$ cat src/verilog/ls_wait_timer.sv
`timescale 1ns/100ps

module ls_wait_timer #(
	parameter int mem_wait = 2
) (
	input  logic clock,
	input  logic arst_n,
	input  logic start,
	input  logic squash,
	output logic expired
);

	localparam int cnt_width = (mem_wait > 1) ? $clog2(mem_wait + 1) : 1;

	logic                 running;
	logic [cnt_width-1:0] count;
	logic [cnt_width-1:0] count_next;

	assign count_next = count - 1'b1;

	// one cycle strobe while the count sits at zero
	assign expired = running && (count == '0);

	always_ff @(posedge clock or negedge arst_n) begin
		if (!arst_n) begin
			running <= 1'b0;
			count   <= '0;
		end else if (squash) begin
			running <= 1'b0;
			count   <= '0;
		end else if (start) begin
			running <= 1'b1;
			count   <= cnt_width'(mem_wait);
		end else if (running) begin
			count <= count_next;
			if (expired) begin
				running <= 1'b0;
			end
		end
	end

endmodule

$ cat config.mk
export PLATFORM = sky130hd
export DESIGN_NAME = ls_wait_timer
export DESIGN_NICKNAME = d
export VERILOG_FILES = /design/src/verilog/ls_wait_timer.sv
export SDC_FILE = /design/constraint.sdc
export NUM_CORES = 1
export LEC_CHECK = 0
export ABC_AREA = 0
export BUFFER_PORTS_ARGS = -buffer_cell sky130_fd_sc_hd__buf_2
export CORE_AREA = 4 4 41 43
export DETAILED_ROUTE_END_ITERATION = 12
export DIE_AREA = 0 0 45 47
export GPL_TIMING_DRIVEN = 0
export SLEW_MARGIN = 20
export SYNTH_ARGS = -nofsm -noshare
export SYNTH_HDL_FRONTEND = slang
export SYNTH_SLANG_ARGS = --single-unit
$ cat constraint.sdc
create_clock -name clock -period 2.7 [get_ports clock]
set_input_delay 0.27 -clock clock [delete_from_list [all_inputs] [get_ports clock]]
set_output_delay 0.27 -clock clock [all_outputs]
set_load 0.1 [all_outputs]
==> results.json <==
{
  "status": "complete, no violations",
  "cp_data_arrival_time_ns": 1.33,
  "ys_seq_area_frac": 0.5000,
  "synthesis.area_sq_um": 150.1,
  "mostFrequentLayoutCell": "buf_2",
  "start_kind": "flop",
  "synth.distinct_cells": 10,
  "hold_class": "primary input to flop",
  "die_area_sq_um": 2115,
  "mostFrequentLayoutCells": "4 x buf_2, 3 x inv_1, 3 x clkbuf_4, 3 x dfrtp_1, 2 x nand2b_1",
  "first_pass_iters": 1,
  "nNetsFinal": 30,
  "placed_cells": 34,
  "htreeDepth": 1,
  "track_usage": 0.03721,
  "multi_input_area_sq_um": 63.81,
  "cts_tree": "done",
  "syn2layout_area_growth_pct": 50.00,
  "cp_max_fo": 2,
  "final_cell_count_no_fill": 39,
  "rows": 13,
  "worstSetupPathType": "flop to primary output",
  "irDropWorstVdd_mv": 0.1358,
  "yosys_warnings": 0,
  "setup_viol": 0,
  "overflow": 0,
  "finalHoldViolCount": 0,
  "synth_seq_cells": 3,
  "route.detailed.drc": 0,
  "grt_max_degree": 6,
  "regArea_sq_um": 75.07,
  "r2r_end": "count[1]",
  "tightest_slew_ns": 0.4851,
  "layout-drive-gt1-share": 0.2917,
  "die_h_um": 47,
  "yosys.area_share.adder": 0.08333,
  "maxCapViolCount": 0,
  "routed_wirelength_um": 269,
  "grt_pass1_wl_um": 455,
  "gp_congestion": 0.6648,
  "syn_area_per_cell_sq_um": 10.01,
  "synth_compound_area_frac": 0.07500,
  "crit_required_ns": 2.43,
  "die_x_um": 45,
  "design_area_sq_um": 225.2,
  "crit_path_end": "expired",
  "reg2regPathDepth": 4,
  "leakage_nw": 0.1061,
  "synth_top_family_by_area": "simple AND/OR/NAND/NOR gates",
  "ant_nets": 0,
  "root_buffer": "clkbuf_4",
  "min_period_over_period": 0.5922,
  "dp_worst_setup_slack_ns": 1.335,
  "whs_ns": 0.2185,
  "antenna_found_initial": 0,
  "critPathLaunch": "count[0]",
  "reg2reg_setup_slack_ns": 1.57,
  "grt_pass1_vias": 136,
  "synthXorXnorAreaFrac": 0.05833,
  "initial_utilization": 0.1154,
  "num_vias": 121,
  "busiest_layer": "met4",
  "clkTransAtPathRegs_ns": 0.04,
  "critPathCaptureType": "primary output",
  "fillers": 158,
  "r2r_start": "count[0]",
  "use_met2": 0.04237,
  "rsz0062_at_grt": "false",
  "place_area_sq_um": 188.9,
  "drv_slew": 0,
  "cts_sinks": 3,
  "cts_max_path_buffers": 2,
  "powerDensity_nw_per_um2": 664.6,
  "max_freq_ghz": 0.6255,
  "fin_crit_ns": 1.599,
  "yosys.area_share.simple": 0.2083,
  "io_pins": 5,
  "slew_headroom": 0.6788,
  "design.core.area_sq_um": 1301,
  "grt_use_met1": 0.02975,
  "cts_setup_buffers": 0,
  "routedWlPerCell_um": 6.897,
  "drt-initial-drc-count": 0,
  "diodes": 0,
  "setup_tns_ns": 0,
  "insertion_delay_ns": 0.23,
  "finalWorstSetupSlack_ns": 1.101,
  "via_per_inst": 3.103,
  "met3_usage": 0.02682,
  "syn_nets": 20,
  "synthCells": 15,
  "cts_made_buffers": 3,
  "muxShareOfSynthArea": 0,
  "finalClockSkew_ns": 0.0004423,
  "portBuffers": 4
}
## worst max-delay path: stages, from the launching register on
cell and delay (ns):
dfrtp_1 0.37, inv_1 0.06, ha_1 0.14, and2_1 0.11
buf_2 0.42
## power breakdown
group | internal (mW) | switching [mW]
Combinational | 0.00863 | 0.0139
Sequential | 0.0481 | 0.00209
Clock | 0.0553 | 0.0217
Total | 0.112 | 0.0377
## through the flow
stage / utilization / power (mW)
6_report: 0.1731 / 0.1497
5_1_grt: 0.1731 / 0.1583
4_1_cts: 0.1731 / 0.1545
3_5_place_dp: 0.1452 / 0.07268
3_3_place_gp: 0.1452 / 0.07233
2_1_floorplan: - / 0.06658
## how the worst min path moves through the flow
stage / from / endpoint / slack, ns / depth (start not counted)
after CTS: start / count[0] / 0.21 / 2
after global routing: start / count[0] / 0.22 / 2
after floorplan: arst_n / count[0] / -0.03 / 0
after detailed placement: arst_n / count[0] / 0.07 / 1
final: start / count[0] / 0.22 / 2
after global placement: arst_n / count[0] / 0.07 / 1
## logic make-up after synthesis
logic type                 count (synthesis)
AOI/OAI and AO/OA                          2
and+or+nand+nor                            5
xor gates and xnor gates                   1
adders and majority gates                  1
DFF                                        3
buffers and inverters                      3
## routing by layer
metal	vias up	wire, um
met2	5	113
met5	-	0
met1	52	108
met3	0	46
met4	0	0
li1	64	-
## cell type report
type | instances | area share
sequential | 3 | 0.3333
clock buffer | 4 | 0.1167
timing repair buffer | 5 | 0.1333
tap | 15 | 0.08333
inverter | 3 | 0.05000
multi-input combinational | 9 | 0.2833
## synthesized netlist by cell type
| cell | count | area share |
|---|---|---|
| a21oi_1 | 1 | 0.033 |
| a31oi_1 | 1 | 0.042 |
| and2_1 | 1 | 0.042 |
| dfrtp_1 | 3 | 0.50 |
| ha_1 | 1 | 0.083 |
| inv_1 | 3 | 0.075 |
| nand2b_1 | 2 | 0.083 |
| nor3_1 | 1 | 0.033 |
| or2b_1 | 1 | 0.050 |
| xnor2_1 | 1 | 0.058 |
## flip-flops by register name, summed over array words and instances, names as in the netlist
name,flops
running,1
count,2
## repair_timing
action / CTS / global route
resized for setup: 0 / 0
hold buffers: 1 / 0
endpoints found under the hold margin: 3 / 0
Note: power is estimated with default switching activity, not from simulation.
