<file path="src/verilog/ls_pkg.sv">
package ls_pkg;

	// data and address width
	localparam int xlen = 32;

	// destination tag width
	localparam int tag_width = 5;

	// access size, low two bits of funct3
	typedef enum logic [1:0] {
		size_byte = 2'b00,
		size_half = 2'b01,
		size_word = 2'b10
	} mem_size_t;

	typedef enum logic {
		op_load  = 1'b0,
		op_store = 1'b1
	} ls_op_t;

	// sequencer states
	typedef enum logic [1:0] {
		st_idle    = 2'b00,
		st_wait    = 2'b01,
		st_access  = 2'b10,
		st_respond = 2'b11
	} seq_state_t;

endpackage

</file>
<file path="src/verilog/ls_req_if.sv">
`timescale 1ns/100ps

interface ls_req_if import ls_pkg::*; ();

	logic                 held;
	ls_op_t               op;
	mem_size_t            size;
	logic                 is_unsigned;
	logic [xlen-1:0]      addr;
	logic [xlen-1:0]      store_data;
	logic [tag_width-1:0] tag;
	// frees the entry, driven by the sequencer
	logic                 release_entry;

	modport issue (
		output held, op, size, is_unsigned, addr, store_data, tag,
		input  release_entry
	);

	modport exec (
		input  held, op, size, is_unsigned, addr, store_data, tag,
		output release_entry
	);

endinterface

</file>
<file path="src/verilog/ls_sequencer.sv">
`timescale 1ns/100ps

module ls_sequencer import ls_pkg::*; (
	input  logic    clock,
	input  logic    arst_n,
	input  logic    squash,
	ls_req_if.exec  req,
	input  logic    expired,
	output logic    start,
	output logic    mem_en,
	output logic    mem_we,
	output logic    done
);

	seq_state_t state;
	seq_state_t state_next;

	always_ff @(posedge clock or negedge arst_n) begin
		if (!arst_n) begin
			state <= st_idle;
		end else begin
			state <= state_next;
		end
	end

	always_comb begin
		state_next        = state;
		start             = 1'b0;
		mem_en            = 1'b0;
		mem_we            = 1'b0;
		done              = 1'b0;
		req.release_entry = 1'b0;
		case (state)
			st_idle: begin
				// timer loads on the same edge we enter st_wait
				if (req.held) begin
					start      = 1'b1;
					state_next = st_wait;
				end
			end
			st_wait: begin
				if (expired) begin
					state_next = st_access;
				end
			end
			st_access: begin
				mem_en     = 1'b1;
				mem_we     = (req.op == op_store);
				state_next = st_respond;
			end
			st_respond: begin
				// read data is registered by now
				done              = 1'b1;
				req.release_entry = 1'b1;
				state_next        = st_idle;
			end
			default: begin
				state_next = st_idle;
			end
		endcase
		// squash wins over any transition
		if (squash) begin
			state_next = st_idle;
		end
	end

endmodule

</file>
<file path="src/flat_wrapper.sv">
// flat-port wrapper written by rule: the top's interface ports become plain ports
module ls_sequencer_flat import ls_pkg::*;
  (clock, arst_n, squash, expired, start, mem_en, mem_we, done, req_held, req_op, req_size, req_is_unsigned, req_addr, req_store_data, req_tag, req_release_entry);
  ls_req_if req_i ();
  input  logic clock;
  input  logic arst_n;
  input  logic squash;
  input  logic expired;
  output logic start;
  output logic mem_en;
  output logic mem_we;
  output logic done;
  input wire logic [$bits(req_i.held)-1:0] req_held;
  input wire logic [$bits(req_i.op)-1:0] req_op;
  input wire logic [$bits(req_i.size)-1:0] req_size;
  input wire logic [$bits(req_i.is_unsigned)-1:0] req_is_unsigned;
  input wire logic [$bits(req_i.addr)-1:0] req_addr;
  input wire logic [$bits(req_i.store_data)-1:0] req_store_data;
  input wire logic [$bits(req_i.tag)-1:0] req_tag;
  output wire logic [$bits(req_i.release_entry)-1:0] req_release_entry;
  assign req_i.held = req_held;
  assign req_i.op = req_op;
  assign req_i.size = req_size;
  assign req_i.is_unsigned = req_is_unsigned;
  assign req_i.addr = req_addr;
  assign req_i.store_data = req_store_data;
  assign req_i.tag = req_tag;
  assign req_release_entry = req_i.release_entry;
  ls_sequencer u_core (.clock(clock), .arst_n(arst_n), .squash(squash), .req(req_i), .expired(expired), .start(start), .mem_en(mem_en), .mem_we(mem_we), .done(done));
endmodule
</file>
<file path="config.mk">
export PLATFORM = sky130hd
export DESIGN_NAME = ls_sequencer_flat
export DESIGN_NICKNAME = d
export VERILOG_FILES = /design/src/verilog/ls_pkg.sv /design/src/verilog/ls_req_if.sv /design/src/verilog/ls_sequencer.sv /design/src/flat_wrapper.sv
export SDC_FILE = /design/constraint.sdc
export NUM_CORES = 1
export LEC_CHECK = 0
export BUFFER_PORTS_ARGS = -buffer_cell sky130_fd_sc_hd__buf_2
export CELL_PAD_IN_SITES_DETAIL_PLACEMENT = 1
export CELL_PAD_IN_SITES_GLOBAL_PLACEMENT = 1
export CORE_MARGIN = 5
export CORE_UTILIZATION = 10
export CTS_BUF_LIST = sky130_fd_sc_hd__clkbuf_4 sky130_fd_sc_hd__clkbuf_8
export CTS_CLUSTER_SIZE = 12
export DETAILED_ROUTE_END_ITERATION = 16
export HOLD_SLACK_MARGIN = 0.02
export MAX_ROUTING_LAYER = met4
export PLACE_DENSITY = 0.95
export SKIP_LAST_GASP = 1
export SLEW_MARGIN = 25
export SYNTH_ARGS = -nofsm -noshare
export SYNTH_HDL_FRONTEND = slang
export SYNTH_SLANG_ARGS = --single-unit
</file>
<file path="constraint.sdc">
create_clock -name clock -period 1.71 [get_ports clock]
set_input_delay 0.342 -clock clock [delete_from_list [all_inputs] [get_ports clock]]
set_output_delay 0.342 -clock clock [all_outputs]
set_load 0.05 [all_outputs]
</file>
==> out/metrics.cfg <==
[status]
outcome = complete, no violations

[sta]
timing_max_transition_violations_final = 0
timing.final.crit_share = 0.940
slew_headroom = 0.833
timing.final.crit_period_ns = 1.61
post-route-worst-setup-slack_ns = 0.103
final.setup_skew_ns = 0.00139
total_negative_slack_ns = 0
rsz0062_at_grt = no
worstMarginPinSlew_ns = 0.253
setup_viol = 0
max_freq_mhz = 622
report.final.hold_viol_count = 0

[clock_network]
number_of_clock_buffers_inserted_by_tritoncts = 3
worst_skew_pair.late_latency_ns = 0.23
cts_setup_buffers = 0
clock_tree.buffer_depth = 2
htree_num_levels = 1
tritoncts_num_sinks = 2
root_cell_of_the_clock_tree = clkbuf_4
clkTransAtPathRegs_ns = 0.03
cts_tree = done

[power]
p_leak_nw = 0.155
cellPowerDensity_nw_per_um2 = 1740
irDropWorstVdd_v = 0.000464

[synthesis]
number_of_storage_elements_in_the_synthesis_netlist = 2
postSynthNetCount = 103
number_of_distinct_library_cell_variants_in_the_gate_level_netlist_after_synthesis = 11
synth_top_area_frac = 0.313
post_synthesis_area_per_instance_um2 = 10.0
synthesis.area_um2 = 200
synth_largest_area_cell = ha_1
ys.warnings.count = 0
synth.area.top_cells = ha_1, dfrtp_1, o31ai_1
syn_inst = 20
synth.yosys.seq_area_share = 0.250

[route]
via_count = 197
vias_per_cell = 3.28
average_wire_length_per_cell_after_detail_routing_um = 10.3
drt_pre_antenna_iters = 1
drt_drc_violations_left = 0
drt_first_iter_violations = 0
final_antenna_net_count = 0
detail_route.wirelength_um = 620

[critical_path]
worstPathArrival_ns = 1.26
start_kind = register
cp_data_required_time_ns = 1.37
crit_path_end_kind = primary output
critical_path_peak_fanout = 4
worstSetupPathType = register to primary output

[global_route]
antenna_found_initial = 0
grt_pass1_vias = 238
grt_first_pass_wirelength_um = 1040
grt_overflow = 0
grt_start_max_net_pins = 5
groute.usage.overall = 0.0582

[floorplan]
core_area_um2 = 1940
initial_core_util = 0.103
die_area_um2 = 3000
die_width_um = 54.7
fp.dieH_um = 54.7
fp-row-count = 16
io_pins = 83

[cells_and_area]
finalNetCount = 118
layoutNonFillerInstCount = 60
flip_flop_count_of_the_largest_register_after_layout = 2
flow.area_growth_from_synthesis_pct = 58.8
final_layout_size_suffix_gt1_frac = 0.545
reg_top3 = u_core.state: 2 flops
postLayoutCoreUtil = 0.164
n_fill_cell = 243
max_flop_register = u_core.state
insertedDiodeCount = 0

[place]
place.detailed.instances = 56
gp_congestion = 0.579
buffer_ports.inserted = 10
placement.setup.worst_slack_ns = 0.172
post-dp-hpwl_um = 488

[run]
maxCapViolations = 0

[min_path]
hold_class = input port to register

-- per-stage QoR --
stage / hold WS [ns] / total power, mW / area (um^2)
final: 0.350 / 0.554 / 318
after global routing: 0.358 / 0.616 / 318
after CTS: 0.345 / 0.558 / 315
after detailed placement: 0.131 / 0.435 / 280
after global placement: 0.130 / 0.406 / 280
after floorplan: 0.0464 / 0.362 / 204
-- cell usage in the layout, fill, tap and decap left out --
cell	count
and2_1	1
nor2b_1	1
buf_4	1
buf_2	8
or4_1	1
dfrtp_1	2
inv_2	2
o31ai_1	2
clkbuf_4	4
nor2_1	2
ha_2	1
nor2b_4	1
or4b_1	1
and2_2	1
ha_1	4
dlygate4sd3_1	1
-- cell families after synthesis --
family,count (synthesis),synth area share
fa+ha+maj,5,0.313
buf+inv,3,0.0750
compound gates,2,0.0750
flops,2,0.250
simple gates,8,0.288
-- path summary, 6_finish.rpt --
path / startpoint / endpoint / slack [ns] / cells past startpoint
worst max-delay path: u_core.state[0] / start / 0.10 / 4
worst min-delay path: squash / u_core.state[1] / 0.35 / 2
min in group asynchronous: arst_n / u_core.state[0] / 0.46 / 2
worst max register to register: u_core.state[0] / u_core.state[0] / 0.19 / 5
max in group asynchronous: arst_n / u_core.state[1] / 1.15 / 2
worst min register to register: u_core.state[1] / u_core.state[1] / 0.63 / 2
-- layout make-up --
type                    instances  area [um^2]  area share
flip-flops and latches          2         50.0       0.157
repair buffers                 11         65.1       0.205
well taps                      27         33.8       0.106
inverters                       2         7.51      0.0236
multi-input cells              15          139       0.437
clock buffers                   3         22.5      0.0709
-- routing by layer --
layer,vias up,track usage,part of all wire,routed length (um)
met3,0,0.0327,0.12,74
met4,0,0.0622,0,0
met5,-,-,0,0
met1,93,0.0549,0.43,265
li1,93,-,-,-
met2,11,0.0787,0.45,281
-- timing repair --
item	in CTS	in global routing
resized for setup	1	3
setup endpoints to repair	1	2
hold buffers	1	0
endpoints found under the hold margin	2	0
-- cell usage after synthesis, drive strengths merged --
| library cell | count |
|---|---|
| nor2b | 2 |
| nor2 | 2 |
| buf | 1 |
| and2 | 2 |
| o31ai | 2 |
| inv | 2 |
| ha | 5 |
| dfrtp | 2 |
| or4 | 1 |
| or4b | 1 |
-- where the power goes --
part / switching (mW) / internal [mW]
registers: 0.0240 / 0.0702
clock network: 0.0280 / 0.0775
logic: 0.231 / 0.123
total: 0.283 / 0.271
-- worst max-delay path, stage by stage, from the launching register on --
cell and delay [ns]:
dfrtp_1 0.40, inv_2 0.11, ha_1 0.17, and2_1 0.13
clkbuf_4 0.22
Power figures use the tool's default switching activity.
