File: src/verilog/ls_pkg.sv
package ls_pkg;

	// data and address width
	localparam int xlen = 32;

	// destination tag width
	localparam int tag_width = 5;

	// access size, low two bits of funct3
	typedef enum logic [1:0] {
		size_byte = 2'b00,
		size_half = 2'b01,
		size_word = 2'b10
	} mem_size_t;

	typedef enum logic {
		op_load  = 1'b0,
		op_store = 1'b1
	} ls_op_t;

	// sequencer states
	typedef enum logic [1:0] {
		st_idle    = 2'b00,
		st_wait    = 2'b01,
		st_access  = 2'b10,
		st_respond = 2'b11
	} seq_state_t;

endpackage

File: src/verilog/ls_req_if.sv
`timescale 1ns/100ps

interface ls_req_if import ls_pkg::*; ();

	logic                 held;
	ls_op_t               op;
	mem_size_t            size;
	logic                 is_unsigned;
	logic [xlen-1:0]      addr;
	logic [xlen-1:0]      store_data;
	logic [tag_width-1:0] tag;
	// frees the entry, driven by the sequencer
	logic                 release_entry;

	modport issue (
		output held, op, size, is_unsigned, addr, store_data, tag,
		input  release_entry
	);

	modport exec (
		input  held, op, size, is_unsigned, addr, store_data, tag,
		output release_entry
	);

endinterface

File: src/verilog/ls_issue.sv
`timescale 1ns/100ps

module ls_issue import ls_pkg::*; (
	input  logic                 clock,
	input  logic                 arst_n,
	input  logic                 issue_valid,
	input  logic                 operands_ready,
	input  ls_op_t               op,
	input  mem_size_t            size,
	input  logic                 is_unsigned,
	input  logic [tag_width-1:0] tag,
	input  logic [xlen-1:0]      base,
	input  logic [xlen-1:0]      offset,
	input  logic [xlen-1:0]      store_data,
	input  logic                 operand_valid,
	input  logic [xlen-1:0]      late_base,
	input  logic [xlen-1:0]      late_store_data,
	input  logic                 squash,
	output logic                 busy,
	ls_req_if.issue              req
);

	logic                 entry_valid;
	logic                 operands_present;
	logic                 accept;
	logic                 late_fill;
	ls_op_t               op_q;
	mem_size_t            size_q;
	logic                 is_unsigned_q;
	logic [tag_width-1:0] tag_q;
	logic [xlen-1:0]      offset_q;
	logic [xlen-1:0]      addr_q;
	logic [xlen-1:0]      store_data_q;

	// single entry, so a new issue only lands in an empty stage
	assign accept    = issue_valid && !entry_valid;
	assign late_fill = operand_valid && entry_valid && !operands_present;

	always_ff @(posedge clock or negedge arst_n) begin
		if (!arst_n) begin
			entry_valid      <= 1'b0;
			operands_present <= 1'b0;
		end else if (squash) begin
			entry_valid      <= 1'b0;
			operands_present <= 1'b0;
		end else if (accept) begin
			entry_valid      <= 1'b1;
			operands_present <= operands_ready;
		end else if (req.release_entry) begin
			entry_valid      <= 1'b0;
			operands_present <= 1'b0;
		end else if (late_fill) begin
			operands_present <= 1'b1;
		end
	end

	// offset comes in already sign extended to xlen
	always_ff @(posedge clock) begin
		if (accept) begin
			op_q          <= op;
			size_q        <= size;
			is_unsigned_q <= is_unsigned;
			tag_q         <= tag;
			offset_q      <= offset;
			addr_q        <= base + offset;
			store_data_q  <= store_data;
		end else if (late_fill) begin
			addr_q       <= late_base + offset_q;
			store_data_q <= late_store_data;
		end
	end

	assign busy            = entry_valid;
	assign req.held        = entry_valid && operands_present;
	assign req.op          = op_q;
	assign req.size        = size_q;
	assign req.is_unsigned = is_unsigned_q;
	assign req.addr        = addr_q;
	assign req.store_data  = store_data_q;
	assign req.tag         = tag_q;

endmodule

File: src/flat_wrapper.sv
// flat-port wrapper written by rule: the top's interface ports become plain ports
module ls_issue_flat import ls_pkg::*;
  (clock, arst_n, issue_valid, operands_ready, op, size, is_unsigned, tag, base, offset, store_data, operand_valid, late_base, late_store_data, squash, busy, req_held, req_op, req_size, req_is_unsigned, req_addr, req_store_data, req_tag, req_release_entry);
  ls_req_if req_i ();
  input  logic clock;
  input  logic arst_n;
  input  logic issue_valid;
  input  logic operands_ready;
  input  ls_op_t op;
  input  mem_size_t size;
  input  logic is_unsigned;
  input  logic [tag_width-1:0] tag;
  input  logic [xlen-1:0] base;
  input  logic [xlen-1:0] offset;
  input  logic [xlen-1:0] store_data;
  input  logic operand_valid;
  input  logic [xlen-1:0] late_base;
  input  logic [xlen-1:0] late_store_data;
  input  logic squash;
  output logic busy;
  output wire logic [$bits(req_i.held)-1:0] req_held;
  output wire logic [$bits(req_i.op)-1:0] req_op;
  output wire logic [$bits(req_i.size)-1:0] req_size;
  output wire logic [$bits(req_i.is_unsigned)-1:0] req_is_unsigned;
  output wire logic [$bits(req_i.addr)-1:0] req_addr;
  output wire logic [$bits(req_i.store_data)-1:0] req_store_data;
  output wire logic [$bits(req_i.tag)-1:0] req_tag;
  input wire logic [$bits(req_i.release_entry)-1:0] req_release_entry;
  assign req_held = req_i.held;
  assign req_op = req_i.op;
  assign req_size = req_i.size;
  assign req_is_unsigned = req_i.is_unsigned;
  assign req_addr = req_i.addr;
  assign req_store_data = req_i.store_data;
  assign req_tag = req_i.tag;
  assign req_i.release_entry = req_release_entry;
  ls_issue u_core (.clock(clock), .arst_n(arst_n), .issue_valid(issue_valid), .operands_ready(operands_ready), .op(op), .size(size), .is_unsigned(is_unsigned), .tag(tag), .base(base), .offset(offset), .store_data(store_data), .operand_valid(operand_valid), .late_base(late_base), .late_store_data(late_store_data), .squash(squash), .busy(busy), .req(req_i));
endmodule
File: config.mk
export PLATFORM = sky130hd
export DESIGN_NAME = ls_issue_flat
export DESIGN_NICKNAME = d
export VERILOG_FILES = /design/src/verilog/ls_pkg.sv /design/src/verilog/ls_req_if.sv /design/src/verilog/ls_issue.sv /design/src/flat_wrapper.sv
export SDC_FILE = /design/constraint.sdc
export NUM_CORES = 1
export LEC_CHECK = 0
export ABC_AREA = 0
export BUFFER_PORTS_ARGS = -buffer_cell sky130_fd_sc_hd__buf_2
export CAP_MARGIN = 20
export CORE_UTILIZATION = 52
export DETAILED_ROUTE_END_ITERATION = 8
export HOLD_SLACK_MARGIN = 0.06
export PLACE_DENSITY = 0.89
export SYNTH_ARGS = -nofsm -noshare
export SYNTH_HDL_FRONTEND = slang
export SYNTH_SLANG_ARGS = --single-unit
export TNS_END_PERCENT = 50
File: constraint.sdc
create_clock -name clock -period 6.7 [get_ports clock]
set_clock_uncertainty 0.1 [all_clocks]
set_input_delay 0.335 -clock clock [delete_from_list [all_inputs] [get_ports clock]]
set_output_delay 0.335 -clock clock [all_outputs]
set_load 0.02 [all_outputs]
==> results summary <==
The library cell used most frequently in the layout, excluding fill and tap cells, is buf_2. The later-pin clock latency in the skew report came out at 0.35 ns. The slowest stage of the critical path is the fa_1 cell.

The overall die height came out at 121 um. The number of nets in the layout is 1242. The predominant post-synthesis flop cell is edfxtp_1. Setup violations remaining at the end of the flow were counted as 0.

The post-route cell area is 9130 um^2. The number of pins exceeding their max-slew limit in the final report came out at 0. The total power after layout came out at 2.02 mW. 251 I/O pins were placed.

Once detail routing completed, the nets flagged for antenna violations numbered 0. The overall track demand over capacity in global routing is 0.271. The family of cells with the greatest summed delay on the critical path is compound AO/OA/AOI/OAI gates.

The count of vias placed by the detailed router is 6756. Measured along the x axis, the die boundary spans 121 um. Derived from the worst setup path, the maximum achievable clock frequency is 0.304 GHz.

The worst setup path category is register to register. A synthesized cell averages 9.67 um^2. The netlist area before placement came out at 7350 um^2.

The wire length per cell came out at 16.9 um. The first global-routing pass estimated 30500 um of wire. Setup repair after global routing left no endpoint under its margin. The fraction of the yosys area taken by sequential cells came out at 0.436. After detailed routing, the number of vias per cell comes to 5.68. In the layout the commonest cells are 250 x buf_2, 149 x nand2_1, 105 x edfxtp_1. The slew at the pin with the worst max-slew slack is 0.938 ns. The total iterations of the first detailed-routing run is 5. After clock tree synthesis, the clock-pin slew on the worst setup and hold paths is 0.08 ns. The post-synthesis register bit count is 107. The worst setup path is launched from a register.

The number of hold violations in the final report came out at 0. In this run the worst hold path is classified as input pin to register. STA classifies the critical path endpoint as a register. The total DRC errors in the routed layout came out at 0. Synthesis handed over a netlist of 760 instances.

The largest net degree at the start of global routing came out at 78. Yosys mapped the design onto 57 distinct sky130hd cell types. The number of buffers and inverters on the critical path came out at 0.

The cell sitting at the root of the clock tree is a clkbuf_16. The share of the cycle needed by the critical path after routing came out at 0.492. The relative slew slack came out at 0.375. The total clock buffers created by CTS is 9.

The maximum count of clock buffers along a single path came out at 2. The async set-or-reset flop fraction in the synthesized netlist is 0.0187. The sum of negative setup slack came out at 0 ns. The site row count is 43. The number of antenna violations at the first check in global routing came out at 2. The clock tree from TritonCTS is done. The routed wire length is 20100 um. The die footprint came out at 14600 um^2. The global placement routability congestion is 0.993.

The via count of the first global-routing pass came out at 6144. The most numerous cell type found on the critical path is a21oi_1. The tightest hold path in the finished design has a slack of 0.0749 ns.

The HPWL after detailed placement came out at 15500 um. At the worst endpoint, the arrival time is 3.26 ns. Measured on the finished design, the core utilization comes to 0.661. The synthesized design contains 105 enable-type register cells. The count of routing violations after the opening detailed-route iteration is 518. The remaining global-route overflow came out at 0. The core region is 13800 um^2. The largest stage delay on the critical path came out at 0.48 ns.

The number of inserted filler cells in the final layout came out at 1064. The count of warnings emitted by yosys is 0. The endpoint required time on the critical path came out at 6.67 ns. In the final layout, the share of cells above drive strength 1 is 0.282.

The number of buffer cells added on primary ports came out at 250. The clock net sink count came out at 107. The total of max-cap violations is 0. The post-CTS setup buffer count is 0. The number of nets in the synthesized netlist is 1000.

The placed cell area is 8730 um^2. The effective utilization at floorplan came out at 0.531. The time the final worst path needs with I/O delays and setup is 3.29 ns. The largest fanout of any net on the critical path is 3. The flow ran to the end, and the final reports show no timing, DRC or antenna violations.

The maximum level of the CTS H-tree is 3. Power spread over the standard cell area amounts to 221 nW/um^2. The leakage power of the design is 4.22 nW. The area growth from synthesis to layout is 24.3%.

Walking the worst path, the cells encountered are ha_1 > fa_1 > a211oi_1 > o211ai_1 > a21oi_1 > a21oi_1 > a41oi_1 > o21ai_0 > xnor2_1 > mux2i_1. The maximum vdd ir drop is 117 uV.
-- worst paths after layout --
check                                             start                       endpoint  slack (ns)  depth (start not counted)
hold reg to reg                 u_core.busy$_DFFE_PN0P_        u_core.busy$_DFFE_PN0P_        0.51                          2
max in group asynchronous                        arst_n        u_core.busy$_DFFE_PN0P_        6.22                          2
hold / removal                               offset[15]  u_core.offset_q[15]$_DFFE_PP_        0.07                          1
setup / recovery           u_core.offset_q[0]$_DFFE_PP_  u_core.req.addr[30]$_DFFE_PP_        3.41                         10
min in group asynchronous                        arst_n        u_core.busy$_DFFE_PN0P_        0.19                          2
setup reg to reg           u_core.offset_q[0]$_DFFE_PP_  u_core.req.addr[30]$_DFFE_PP_        3.41                         10
-- Yosys cell counts, drive strengths merged (13+ instances only) --
cell type / n / area, um^2
a21o: 35 / 265
a31oi: 15 / 93.8
xor2: 26 / 228
clkbuf: 28 / 105
inv: 13 / 48.8
o21ai: 43 / 219
xnor2: 30 / 263
nand2: 149 / 559
nor2: 40 / 150
edfxtp: 105 / 3150
a21oi: 71 / 355
ha: 62 / 776
-- layout make-up --
class,count,area (um^2),area share
Antenna cell,2,5.00,0.000548
Clock buffer,9,225,0.0247
Clock inverter,7,60.1,0.00658
Inverter,13,51.3,0.00562
Multi-Input combinational cell,607,3980,0.436
Sequential cell,107,3200,0.351
Tap cell,180,225,0.0247
Timing Repair Buffer,264,1380,0.152
-- per-stage QoR --
step	setup WS [ns]	cells
2_1_floorplan	0.961	760
3_3_place_gp	3.31	1160
3_5_place_dp	3.24	1160
4_1_cts	3.45	1185
5_1_grt	3.23	1189
6_report	3.41	1189
-- metal layers --
layer / share of wire / global-route usage / vias up
met5: 0 / 0 / -
met4: 0.029 / 0.115 / 0
met3: 0.089 / 0.0531 / 39
met2: 0.48 / 0.453 / 329
met1: 0.40 / 0.343 / 3083
li1: - / - / 3305
-- worst register-to-register path, delay by kind of cell (launching register included) --
family | cells | cell delay (ns)
AOI/OAI and AO/OA | 6 | 1.51
xor gates and xnor gates | 1 | 0.21
adders and majority gates | 2 | 0.73
DFF | 1 | 0.38
muxes | 1 | 0.09
-- state kept, by name (all words and copies together), names as in the netlist --
name,count
u_core.offset_q,32
u_core.req.addr,32
u_core.req.store_data,32
u_core.req.tag,5
u_core.req.size,2
u_core.busy,1
u_core.operands_present,1
u_core.req.is_unsigned,1
u_core.req.op,1
-- power by group --
part | internal, mW | switching (mW)
Combinational | 0.253 | 0.402
Sequential | 0.828 | 0.0217
Clock | 0.259 | 0.257
Total | 1.34 | 0.681
-- cells by family (layout without fill, tap and decap cells) --
family,Yosys count,in the layout,synth area share
AOI/OAI and AO/OA,228,228,0.203
xor gates and xnor gates,56,56,0.0668
adders and majority gates,64,64,0.111
buffers and inverters,46,293,0.0242
DFF,107,107,0.436
muxes,10,10,0.0136
other,0,2,0
and+or+nand+nor,249,249,0.146
-- repair_timing --
action / 4_1_cts / 5_1_grt
hold endpoints to repair: 11 / 2
hold buffers: 9 / 2
gates resized for setup: 0 / 0
setup endpoints to repair: 0 / 0
(Power assumes the default switching activity.)
